## src/hw/clb_pkg.sv

```systemverilog
/*
 * shared definitions for the calibration block
 * bus widths, default sample widths
 * register map and status bit positions
 */

package clb_pkg;

  ////////////////////
  // system bus
  ////////////////////

  // byte address width
  localparam int unsigned BUS_AW = 8;
  // data width
  localparam int unsigned BUS_DW = 32;

  ////////////////////
  // sample widths
  ////////////////////

  // generator toward DAC
  localparam int unsigned DAC_W_DEF = 14;
  // oscilloscope from ADC
  localparam int unsigned ADC_W_DEF = 16;

  ////////////////////
  // register map
  ////////////////////

  // byte addresses, one 32 bit word each
  typedef enum logic [BUS_AW-1:0] {
    REG_DAC_GAIN = BUS_AW'('h00),
    REG_DAC_OFFS = BUS_AW'('h04),
    REG_ADC_GAIN = BUS_AW'('h08),
    REG_ADC_OFFS = BUS_AW'('h0C),
    REG_STATUS   = BUS_AW'('h10)
  } reg_addr_t;

  // sticky saturation flags in REG_STATUS
  localparam int unsigned STS_DAC_SAT = 0;
  localparam int unsigned STS_ADC_SAT = 1;

endpackage : clb_pkg
```

## src/hw/sys_bus_if.sv

```systemverilog
/*
 * simple system bus interface
 * single cycle strobes, ack one cycle later
 */
`timescale 1ns/10ps

interface sys_bus_if;

  import clb_pkg::*;

  // request, from master
  logic [BUS_AW-1:0] addr;
  logic [BUS_DW-1:0] wdata;
  logic              wen;
  logic              ren;

  // response, from slave
  logic [BUS_DW-1:0] rdata;
  logic              ack;
  logic              err;

  // bus controller side
  modport mst (
    output addr,
    output wdata,
    output wen,
    output ren,
    input  rdata,
    input  ack,
    input  err
  );

  // register bank side
  modport slv (
    input  addr,
    input  wdata,
    input  wen,
    input  ren,
    output rdata,
    output ack,
    output err
  );

endinterface : sys_bus_if

```

## src/hw/smp_if.sv

```systemverilog
/*
 * sample stream interface
 * signed data, valid/ready handshake, block end marker
 */
`timescale 1ns/10ps

interface smp_if #(
  parameter int unsigned W = 16
);

  // sample payload
  logic signed [W-1:0] dat;
  // end of block, travels with dat
  logic                lst;
  // handshake, beat moves when both high
  logic                vld;
  logic                rdy;

  // producer side
  modport src (
    output dat,
    output lst,
    output vld,
    input  rdy
  );

  // consumer side
  modport snk (
    input  dat,
    input  lst,
    input  vld,
    output rdy
  );

endinterface : smp_if

```

## src/hw/clb_top.sv

```systemverilog
/*
 * calibration block top level
 * register bank plus generator and oscilloscope paths
 */
`timescale 1ns/10ps

module clb_top #(
  parameter int unsigned DAC_W = clb_pkg::DAC_W_DEF,
  parameter int unsigned ADC_W = clb_pkg::ADC_W_DEF
)(
  input  logic                            clk,
  input  logic                            rst,
  // system bus
  input  logic [clb_pkg::BUS_AW-1:0]      addr,
  input  logic [clb_pkg::BUS_DW-1:0]      wdata,
  input  logic                            wen,
  input  logic                            ren,
  output logic [clb_pkg::BUS_DW-1:0]      rdata,
  output logic                            ack,
  output logic                            err,
  // generator stream in
  input  logic signed [DAC_W-1:0]         gen_dat,
  input  logic                            gen_vld,
  input  logic                            gen_lst,
  output logic                            gen_rdy,
  // DAC stream out
  output logic signed [DAC_W-1:0]         dac_dat,
  output logic                            dac_vld,
  output logic                            dac_lst,
  input  logic                            dac_rdy,
  // ADC stream in
  input  logic signed [ADC_W-1:0]         adc_dat,
  input  logic                            adc_vld,
  input  logic                            adc_lst,
  output logic                            adc_rdy,
  // oscilloscope stream out
  output logic signed [ADC_W-1:0]         osc_dat,
  output logic                            osc_vld,
  output logic                            osc_lst,
  input  logic                            osc_rdy
);

  // coefficients and saturation pulses
  logic signed [DAC_W-1:0] dac_gain;
  logic signed [DAC_W-1:0] dac_offs;
  logic signed [ADC_W-1:0] adc_gain;
  logic signed [ADC_W-1:0] adc_offs;
  logic                    dac_sat;
  logic                    adc_sat;

  ////////////////////
  // bus
  ////////////////////

  sys_bus_if bus_i ();

  assign bus_i.addr  = addr;
  assign bus_i.wdata = wdata;
  assign bus_i.wen   = wen;
  assign bus_i.ren   = ren;
  assign rdata       = bus_i.rdata;
  assign ack         = bus_i.ack;
  assign err         = bus_i.err;

  clb_regs #(
    .DAC_W (DAC_W),
    .ADC_W (ADC_W)
  ) clb_regs_i (
    .clk      (clk),
    .rst      (rst),
    .bus      (bus_i),
    .dac_gain (dac_gain),
    .dac_offs (dac_offs),
    .adc_gain (adc_gain),
    .adc_offs (adc_offs),
    .dac_sat  (dac_sat),
    .adc_sat  (adc_sat)
  );

  ////////////////////
  // generator path
  ////////////////////

  smp_if #(.W(DAC_W)) gen_i ();
  smp_if #(.W(DAC_W)) dac_i ();

  assign gen_i.dat = gen_dat;
  assign gen_i.vld = gen_vld;
  assign gen_i.lst = gen_lst;
  assign gen_rdy   = gen_i.rdy;
  assign dac_dat   = dac_i.dat;
  assign dac_vld   = dac_i.vld;
  assign dac_lst   = dac_i.lst;
  assign dac_i.rdy = dac_rdy;

  // gain then offset
  cal_chain #(.W(DAC_W), .OFFS_FIRST(1'b0)) gen_cal (
    .clk  (clk),
    .rst  (rst),
    .sin  (gen_i),
    .sout (dac_i),
    .gain (dac_gain),
    .offs (dac_offs),
    .sat  (dac_sat)
  );

  ////////////////////
  // oscilloscope path
  ////////////////////

  smp_if #(.W(ADC_W)) adc_i ();
  smp_if #(.W(ADC_W)) osc_i ();

  assign adc_i.dat = adc_dat;
  assign adc_i.vld = adc_vld;
  assign adc_i.lst = adc_lst;
  assign adc_rdy   = adc_i.rdy;
  assign osc_dat   = osc_i.dat;
  assign osc_vld   = osc_i.vld;
  assign osc_lst   = osc_i.lst;
  assign osc_i.rdy = osc_rdy;

  // offset then gain
  cal_chain #(.W(ADC_W), .OFFS_FIRST(1'b1)) osc_cal (
    .clk  (clk),
    .rst  (rst),
    .sin  (adc_i),
    .sout (osc_i),
    .gain (adc_gain),
    .offs (adc_offs),
    .sat  (adc_sat)
  );

endmodule : clb_top

```

## src/hw/clb_regs.sv

```systemverilog
/*
 * bus register bank for the calibration block
 * gain and offset per path, sticky saturation status
 */
`timescale 1ns/10ps

module clb_regs #(
  parameter int unsigned DAC_W = clb_pkg::DAC_W_DEF,
  parameter int unsigned ADC_W = clb_pkg::ADC_W_DEF
)(
  input  logic                    clk,
  input  logic                    rst,
  sys_bus_if.slv                  bus,
  // coefficients toward the paths
  output logic signed [DAC_W-1:0] dac_gain,
  output logic signed [DAC_W-1:0] dac_offs,
  output logic signed [ADC_W-1:0] adc_gain,
  output logic signed [ADC_W-1:0] adc_offs,
  // saturation pulses from the paths
  input  logic                    dac_sat,
  input  logic                    adc_sat
);

  import clb_pkg::*;

  // unity gain per width
  localparam logic signed [DAC_W-1:0] DAC_ONE = DAC_W'(1) << (DAC_W-2);
  localparam logic signed [ADC_W-1:0] ADC_ONE = ADC_W'(1) << (ADC_W-2);

  logic [BUS_DW-1:0] sts;
  logic [BUS_DW-1:0] sts_set;
  logic              sts_rd;

  ////////////////////
  // coefficients
  ////////////////////

  // low sample width bits of wdata
  always_ff @(posedge clk) begin
    if (rst) begin
      dac_gain <= DAC_ONE;
      dac_offs <= '0;
      adc_gain <= ADC_ONE;
      adc_offs <= '0;
    end else if (bus.wen) begin
      case (bus.addr)
        REG_DAC_GAIN: dac_gain <= bus.wdata[DAC_W-1:0];
        REG_DAC_OFFS: dac_offs <= bus.wdata[DAC_W-1:0];
        REG_ADC_GAIN: adc_gain <= bus.wdata[ADC_W-1:0];
        REG_ADC_OFFS: adc_offs <= bus.wdata[ADC_W-1:0];
        // status read only, rest unmapped
        default: ;
      endcase
    end
  end

  ////////////////////
  // status
  ////////////////////

  // pulses placed at their bit positions
  always_comb begin
    sts_set              = '0;
    sts_set[STS_DAC_SAT] = dac_sat;
    sts_set[STS_ADC_SAT] = adc_sat;
  end

  assign sts_rd = bus.ren && (bus.addr == REG_STATUS);

  // clear on read, a pulse in that cycle survives
  always_ff @(posedge clk) begin
    if (rst) begin
      sts <= '0;
    end else begin
      sts <= (sts_rd ? '0 : sts) | sts_set;
    end
  end

  ////////////////////
  // bus response
  ////////////////////

  always_ff @(posedge clk) begin
    if (rst) begin
      bus.ack <= 1'b0;
    end else begin
      bus.ack <= bus.wen | bus.ren;
    end
  end

  // no error responses
  assign bus.err = 1'b0;

  // coefficients sign extended, unmapped reads zero
  always_ff @(posedge clk) begin
    if (bus.ren) begin
      case (bus.addr)
        REG_DAC_GAIN: bus.rdata <= {{(BUS_DW-DAC_W){dac_gain[DAC_W-1]}}, dac_gain};
        REG_DAC_OFFS: bus.rdata <= {{(BUS_DW-DAC_W){dac_offs[DAC_W-1]}}, dac_offs};
        REG_ADC_GAIN: bus.rdata <= {{(BUS_DW-ADC_W){adc_gain[ADC_W-1]}}, adc_gain};
        REG_ADC_OFFS: bus.rdata <= {{(BUS_DW-ADC_W){adc_offs[ADC_W-1]}}, adc_offs};
        REG_STATUS:   bus.rdata <= sts;
        default:      bus.rdata <= '0;
      endcase
    end
  end

  ////////////////////
  // checks
  ////////////////////

  // strobes last a single cycle
  a_strobe_pulse: assert property (@(posedge clk) disable iff (rst)
    (bus.wen || bus.ren) |=> !(bus.wen || bus.ren));

  // one access at a time
  a_one_strobe: assert property (@(posedge clk) disable iff (rst)
    !(bus.wen && bus.ren));

endmodule : clb_regs

```

## src/hw/cal_chain.sv

```systemverilog
/*
 * two stage gain and offset pipeline
 * saturating arithmetic, stage order set by OFFS_FIRST
 * saturation pulse toward the register bank
 */
`timescale 1ns/10ps

module cal_chain #(
  parameter int unsigned W          = 14,
  parameter bit          OFFS_FIRST = 1'b0
)(
  input  logic                clk,
  input  logic                rst,
  smp_if.snk                  sin,
  smp_if.src                  sout,
  input  logic signed [W-1:0] gain,
  input  logic signed [W-1:0] offs,
  output logic                sat
);

  // saturation limits
  localparam logic signed [W-1:0] SMAX = {1'b0, {(W-1){1'b1}}};
  localparam logic signed [W-1:0] SMIN = {1'b1, {(W-1){1'b0}}};

  ////////////////////
  // arithmetic
  ////////////////////

  // offset step, result is {clip, value}
  function automatic logic [W:0] add_sat(
    input logic signed [W-1:0] a,
    input logic signed [W-1:0] b
  );
    logic signed [W:0] sum;
    sum = a + b;
    // overflow when the two top bits differ
    if (sum[W] != sum[W-1]) begin
      return {1'b1, (sum[W] ? SMIN : SMAX)};
    end
    return {1'b0, sum[W-1:0]};
  endfunction

  // gain step, 1.0 is 1 << (W-2)
  function automatic logic [W:0] mul_sat(
    input logic signed [W-1:0] a,
    input logic signed [W-1:0] g
  );
    logic signed [2*W-1:0] prod;
    logic signed [2*W-1:0] shf;
    prod = a * g;
    // arithmetic shift truncates toward minus infinity
    shf = prod >>> (W-2);
    // fits only if all bits above the sign match it
    if (!(&shf[2*W-1:W-1]) && (|shf[2*W-1:W-1])) begin
      return {1'b1, (shf[2*W-1] ? SMIN : SMAX)};
    end
    return {1'b0, shf[W-1:0]};
  endfunction

  ////////////////////
  // pipeline control
  ////////////////////

  logic                s1_vld;
  logic                s2_vld;
  logic                s1_adv;
  logic                s2_adv;

  // stage payload
  logic signed [W-1:0] s1_dat;
  logic signed [W-1:0] s1_coef;
  logic                s1_lst;
  logic                s1_clip;
  logic signed [W-1:0] s2_dat;
  logic                s2_lst;
  logic                s2_sat;

  // step results, {clip, value}
  logic [W:0]          s1_res;
  logic [W:0]          s2_res;

  // a stage moves when empty or when the next one moves
  assign s2_adv = !s2_vld || sout.rdy;
  assign s1_adv = !s1_vld || s2_adv;

  // input stalls only with both stages full
  assign sin.rdy = s1_adv;

  always_ff @(posedge clk) begin
    if (rst) begin
      s1_vld <= 1'b0;
      s2_vld <= 1'b0;
    end else begin
      if (s1_adv) s1_vld <= sin.vld;
      if (s2_adv) s2_vld <= s1_vld;
    end
  end

  ////////////////////
  // stage one
  ////////////////////

  assign s1_res = OFFS_FIRST ? add_sat(sin.dat, offs) : mul_sat(sin.dat, gain);

  // second coefficient sampled with the beat
  always_ff @(posedge clk) begin
    if (s1_adv && sin.vld) begin
      s1_dat  <= s1_res[W-1:0];
      s1_clip <= s1_res[W];
      s1_lst  <= sin.lst;
      s1_coef <= OFFS_FIRST ? gain : offs;
    end
  end

  ////////////////////
  // stage two
  ////////////////////

  assign s2_res = OFFS_FIRST ? mul_sat(s1_dat, s1_coef) : add_sat(s1_dat, s1_coef);

  always_ff @(posedge clk) begin
    if (s2_adv && s1_vld) begin
      s2_dat <= s2_res[W-1:0];
      s2_lst <= s1_lst;
      // clipped in either stage
      s2_sat <= s1_clip | s2_res[W];
    end
  end

  assign sout.dat = s2_dat;
  assign sout.lst = s2_lst;
  assign sout.vld = s2_vld;

  // pulse as the clipped beat leaves
  assign sat = s2_vld && sout.rdy && s2_sat;

  ////////////////////
  // checks
  ////////////////////

  // stalled beat held until taken
  a_stall_hold: assert property (@(posedge clk) disable iff (rst)
    sout.vld && !sout.rdy |=> sout.vld && $stable(sout.dat) && $stable(sout.lst));

endmodule : cal_chain

```

## config.mk

```make
export PLATFORM = sky130hd
export DESIGN_NAME = clb_top
export DESIGN_NICKNAME = d
export VERILOG_FILES = /design/src/hw/clb_pkg.sv /design/src/hw/sys_bus_if.sv /design/src/hw/smp_if.sv /design/src/hw/clb_top.sv /design/src/hw/clb_regs.sv /design/src/hw/cal_chain.sv
export SDC_FILE = /design/constraint.sdc
export NUM_CORES = 1
export LEC_CHECK = 0
export ABC_AREA = 1
export BUFFER_PORTS_ARGS = -buffer_cell sky130_fd_sc_hd__buf_4
export CELL_PAD_IN_SITES_DETAIL_PLACEMENT = 0
export CELL_PAD_IN_SITES_GLOBAL_PLACEMENT = 2
export CORE_MARGIN = 3
export CORE_UTILIZATION = 38
export DETAILED_ROUTE_END_ITERATION = 12
export MAX_ROUTING_LAYER = met4
export PLACE_DENSITY_LB_ADDON = 0.1
export REMOVE_ABC_BUFFERS = 1
export SLEW_MARGIN = 20
export SYNTH_ARGS = -nofsm -noshare
export SYNTH_HDL_FRONTEND = slang
export SYNTH_HIERARCHICAL = 1
export SYNTH_SLANG_ARGS = --single-unit
```

## constraint.sdc

```tcl
create_clock -name clk -period 8.14 [get_ports clk]
set_input_delay 0.407 -clock clk [delete_from_list [all_inputs] [get_ports clk]]
set_output_delay 0.407 -clock clk [all_outputs]
set_load 0.05 [all_outputs]
```

# Yosys cells after proc, flatten, opt, wreduce, memory -nomap -nowiden
# Index checks and enable logic that the tools add are counted.
# totals
reg_bits,227
wordCells,87
input_bits,80
out_inout_bits,70
# op_classes
addsub,2
multipliers,2
eq_ne,6
n_mux,18
n_reduce_logical,30
bitwise_logic,4
# op_table
operator,n
case mux 32 bit (5 select lines),1
2-to-1 mux 17 bit,3
2-to-1 mux 16 bit,3
2-to-1 mux 15 bit,3
2-to-1 mux 14 bit,3
multiplier 16 x 16 -> 32 bit,1
2-to-1 mux 32 bit,1
OR 32 x 2 -> 32 bit,1
multiplier 14 x 14 -> 28 bit,1
adder 16 x 16 -> 17 bit,1
== test 8 x 4 -> 1 bit (second input constant),2
adder 14 x 14 -> 15 bit,1
logical AND 1 bit,11
== test 8 x 3 -> 1 bit (second input constant),1
== test 8 x 5 -> 1 bit (second input constant),1
logical NOT 8 bit,1
AND reduction 2 bit,4
logical NOT 1 bit,6
AND reduction 3 bit,2
OR reduction 3 bit,2
logical OR 1 bit,4
2-to-1 mux 1 bit,4
OR 1 bit,3
!= test 1 bit,2

# Depth between registers and ports, before layout
# logic_depth
ltp_word,7
ltp_mapped,32
ltp_nobuf,30

# By module
# Netlist, hierarchy kept.
# by_module_without_submodules
module,instances,area_each_um2,cells_per_inst,seq_area_each_um2
cal_chain at osc_cal,1,13474.2,1734,1601.5
cal_chain at gen_cal,1,10666.5,1366,1421.4
clb_regs,1,3861.2,566,1741.7

# Worst setup path before layout
# OpenSTA, ideal clock, no wires.
# synth_path
path_kind,in2reg
from,input gen_dat[13]
to,"register gen_cal.s1_dat[10], data pin"
setup_slack_ps,2035
path_stages,27
setup_time_ps,252
t_required_ps,7888
arrival_time_ps,5852
n_path_buf,2
cell_sequence,clkbuf_1 > nand2_1 > inv_1 > fa_1 > fa_1 > inv_1 > fa_1 > inv_1 > fa_1 > inv_1 > fa_1 > fa_1 > inv_1 > ha_1 > nand2_2 > inv_1 > nand2_1 > nand2_1 > nand2_1 > nand3_1 > nor2_1 > nand2_1 > nand2_1 > nand2_2 > o21ai_2 > buf_6 > nand2_1
# synth_via
elab_chain_len,6
word_cells_on_any_way,9
classes_between,mul (1); mux (4); reduce/logical (4)
# synth_rtl
element,line_no,rtl
start: declaration,clb_top.sv:22,"input logic signed [DAC_W-1:0] gen_dat,"
multiplier 14 x 14 -> 28 bit (*),cal_chain.sv:50,prod = a * g;
AND reduction 3 bit,cal_chain.sv:54,if (!(&shf[2*W-1:W-1]) && (|shf[2*W-1:W-1])) begin
logical NOT 1 bit,cal_chain.sv:54,
logical AND 1 bit,cal_chain.sv:54,
2-to-1 mux 1 bit,cal_chain.sv:54,
2-to-1 mux 14 bit (*),cal_chain.sv:57,"return {1'b0, shf[W-1:0]};"
via gen_cal.s1_res[10],cal_chain.sv:79,logic [W:0] s1_res;
end signal: assignment,cal_chain.sv:108,s1_dat <= s1_res[W-1:0];
end: declaration,cal_chain.sv:70,logic signed [W-1:0] s1_dat;
# The timed path passes the listed nets; every way through them passes the cells marked *. The select of a mux whose other input is x is not followed.
# A chain may end at the register's enable or synchronous reset.

# Worst setup path after layout
# layout_path
from,register clb_regs_i.dac_gain[3]
to,"register gen_cal.s1_dat[0], data pin"
# layout_via
elab_chain_len,6
word_cells_on_any_way,9
classes_between,mul (1); mux (4); reduce/logical (4)
# layout_rtl
element,line_no,rtl
start: declaration,clb_regs.sv:15,"output logic signed [DAC_W-1:0] dac_gain,"
start signal: assignment,clb_regs.sv:47,REG_DAC_GAIN: dac_gain <= bus.wdata[DAC_W-1:0];
multiplier 14 x 14 -> 28 bit (*),cal_chain.sv:50,
AND reduction 3 bit,cal_chain.sv:54,
logical NOT 1 bit,cal_chain.sv:54,
logical AND 1 bit,cal_chain.sv:54,
2-to-1 mux 1 bit,cal_chain.sv:54,
2-to-1 mux 14 bit (*),cal_chain.sv:57,
via gen_cal.s1_res[0],cal_chain.sv:79,
# Marks and branches as above.

==> impl_metrics.json <==
{
  "status": "finished clean",
  "yosysTopAreaCell": "fa_1",
  "portBuffers": 132,
  "synth-seq-cells": 181,
  "crit_type": "reg2reg",
  "grt_max_degree": 77,
  "startpoint": "clb_regs_i/dac_gain[3]",
  "cp-start-kind": "flip-flop",
  "peakVddDrop_uv": 1380,
  "cts-root-buf": "clkbuf_16",
  "cts_resized": 0,
  "finalSetupTns_ps": 0,
  "max_stage_delay_ps": 880,
  "regToRegEndpoint": "gen_cal/s1_dat[0]",
  "worst_slew_pin_slew_ps": 1010,
  "clock_path_buffers": 2,
  "synth_common_cells": "1055 x nand2_1, 956 x inv_1, 457 x fa_1, 241 x nor2_1, 175 x ha_1",
  "clk_pin_slew_ps": 100,
  "fin_worst_skew_ps": 28.8,
  "timing.fmax_ghz": 0.143,
  "p_per_area_mw_per_mm2": 327,
  "critPathRequiredTime_ps": 8350,
  "die_w_um": 277,
  "vias": 21700,
  "top_level_ports": 150,
  "ys_seq_area_share_pct": 17.0,
  "fin_crit_sh_pct": 85.8,
  "grtUsageTotal_pct": 21.9,
  "final-hold-violation-count": 0,
  "grt_pass1_wl_mm": 129,
  "synth_area_leaders": "fa_1 33%, nand2_1 14%, inv_1 13%, edfxtp_1 12%, ha_1 7.8%",
  "routedWlPerCell_um": 17.0,
  "tritoncts": "done",
  "fillers": 7477,
  "hold_buffers": 0,
  "synthFlopType": "edfxtp_1",
  "crit_path_end_kind": "flip-flop",
  "maxCapViolCount": 0,
  "ys_warn_count": 6,
  "htreeDepth": 4,
  "finalMaxSlewViolations": 0,
  "synth.most_common_cell": "nand2_1",
  "fp.coreArea_sq_mm": 0.0722,
  "syn_area_sq_mm": 0.0280,
  "topRoutingLayerUsed": "met4",
  "dpl-instance-area_sq_mm": 0.0296,
  "rr_worst_depth": 22,
  "rsz0062_at_grt": "false",
  "insertion_delay_ps": 500,
  "setup_viol": 0,
  "synth.top_cell.area_share_pct": 32.7,
  "fin_area_sq_mm": 0.0303,
  "cts.sinks": 181,
  "grt_overflow_total": 0,
  "p_leak_nw": 17.1,
  "post_cts_buffers": 0,
  "die_h_um": 277,
  "worstHoldPathType": "in2reg",
  "synthDistinctLibCells": 48,
  "viasPerCell": 4.66,
  "cp_data_arrival_time_ps": 7200,
  "cts_buffers": 17,
  "die_area_sq_mm": 0.0770,
  "start_util_pct": 38.8,
  "reg2reg_slack_ps": 1150,
  "final_nets": 4404,
  "cp_common_cell": "fa_1",
  "synth-edff-count": 114,
  "wl_mm": 79.3,
  "cp_slowest_cell": "dfxtp_1",
  "r2r_start": "clb_regs_i/dac_gain[3]",
  "grt_pass1_vias": 23400,
  "final_layout_size_suffix_gt1_share_pct": 7.40,
  "fin_crit_ps": 6990,
  "drc": 0,
  "worstPathMaxFanout": 16,
  "path_cells": "nand2_1 > inv_1 > fa_1 > fa_1 > inv_1 > fa_1 > inv_1 > fa_1 > inv_1 > fa_1 > fa_1 > inv_1 > ha_1 > nand2_1 > nor3_2 > nand2_1 > nor3_2 > nand2_1 > nand3_2 > nand2_2 > o21ai_2 > nand2_1",
  "grt_antenna_before_repair": 2,
  "place_hpwl_mm": 66.0,
  "route.met3.wl_mm": 2.62,
  "crit_path_end": "gen_cal/s1_dat[0]",
  "met2WireLength_mm": 39.4,
  "multiInputGateArea_sq_mm": 0.0189,
  "final_antenna_net_count": 0,
  "synth_async_sr_flop_share_pct": 0,
  "slew_headroom_pct": 32.2,
  "num_rows": 98,
  "syn_to_final_growth_pct": 8.04,
  "syn_avg_cell_area_sq_um": 7.64,
  "drt-met1-wl_mm": 35.9,
  "first_iter_violations": 938,
  "synth_cells": 3666,
  "first_pass_iters": 5,
  "routabilityCongestion": 0.873,
  "seqCellArea_sq_mm": 0.00476
}
## routing by layer
| metal | global-route usage [%] | up-vias |
|---|---|---|
| met5 | - | - |
| met4 | 5.17 | 0 |
| met3 | 2.55 | 77 |
| met2 | 37.7 | 340 |
| met1 | 27.7 | 10600 |
| li1 | - | 10700 |
## per-stage QoR
| stage | std cells | power [mW] | setup slack [ps] | util, % | hold WS (ps) |
|---|---|---|---|---|---|
| 2_1_floorplan | 3528 | 7.14 | 2110 | - | 400 |
| 3_3_place_gp | 4623 | 9.02 | 1170 | 41.0 | 401 |
| 3_5_place_dp | 4623 | 9.10 | 1120 | 41.0 | 406 |
| 4_1_cts | 4655 | 10.1 | 1070 | 41.9 | 52.0 |
| 5_1_grt | 4656 | 11.2 | 673 | 41.9 | 65.5 |
| 6_report | 4657 | 9.88 | 1150 | 41.9 | 95.9 |
## flip-flops by register name, summed over array words and instances (netlist names), 2 cells and up
register and count:
clb_regs_i/sts 2, gen_cal/s1_dat 14, gen_cal/s1_coef 14, clb_regs_i/dac_gain 14, osc_cal/sout.dat 16, clb_regs_i/bus.rdata 16, clb_regs_i/adc_gain 16, osc_cal/s1_coef 16
gen_cal/sout.dat 14, osc_cal/s1_dat 16, clb_regs_i/dac_offs 14, clb_regs_i/adc_offs 16
## how the worst min path moves through the flow
| stage | from | endpoint | depth (start not counted) |
|---|---|---|---|
| detailed placement | gen_cal/s1_lst | gen_cal/sout.lst | 0 |
| global route | adc_lst | osc_cal/s1_lst | 1 |
| CTS | adc_lst | osc_cal/s1_lst | 1 |
| floorplan | gen_cal/s1_lst | gen_cal/sout.lst | 0 |
| global placement | osc_cal/s1_lst | osc_cal/sout.lst | 0 |
| finish | adc_lst | osc_cal/s1_lst | 1 |
## power breakdown
group          switching, mW  leakage [nW]  internal [mW]
Combinational           4.94          15.1           2.63
Sequential            0.0817          1.65           1.32
Clock                  0.492         0.302          0.425
## cells in the final DEF (no fill, tap or decap), drive strengths merged
cell type  instances
a21boi             2
a21o               7
a21oi            102
a31oi              1
and2               1
buf              145
clkbuf            17
clkinv             6
conb               1
dfxtp             67
diode              2
edfxtp           114
fa               457
ha               175
inv              987
nand2           1090
nand3            133
nand3b             4
nand4              9
nor2             252
nor3              21
nor3b              3
nor4               2
o211ai             1
o21ai             37
o21bai            12
o31ai              3
or2               11
xnor2              9
xor2              36
## cell families after synthesis
kind of cell | count (synthesis) | share of synthesized area (%)
AOI/OAI and AO/OA | 165 | 3.24
xor gates and xnor gates | 45 | 1.41
adders and majority gates | 632 | 40.5
buffers and inverters | 1116 | 15.5
DFF | 181 | 17.0
other | 1 | 0.0134
and+or+nand+nor | 1526 | 22.4
## critical path, delay by kind of cell, from the launching register on
family	cells	cell delay, ps
AND/OR/NAND/NOR	9	1160
buffers and inverters	5	540
AO/OA/AOI/OAI	1	440
adder cells (fa/ha/maj)	7	3670
flip-flops	1	880
## layout make-up
cell class	instances	area share, %
Tap cell	950	3.93
Timing Repair Buffer	145	3.60
Sequential cell	181	15.7
Multi-Input combinational cell	2369	62.5
Clock inverter	15	0.649
Clock buffer	17	1.41
Inverter	978	12.1
Antenna cell	2	0.0165
Power figures use the tool's default switching activity.
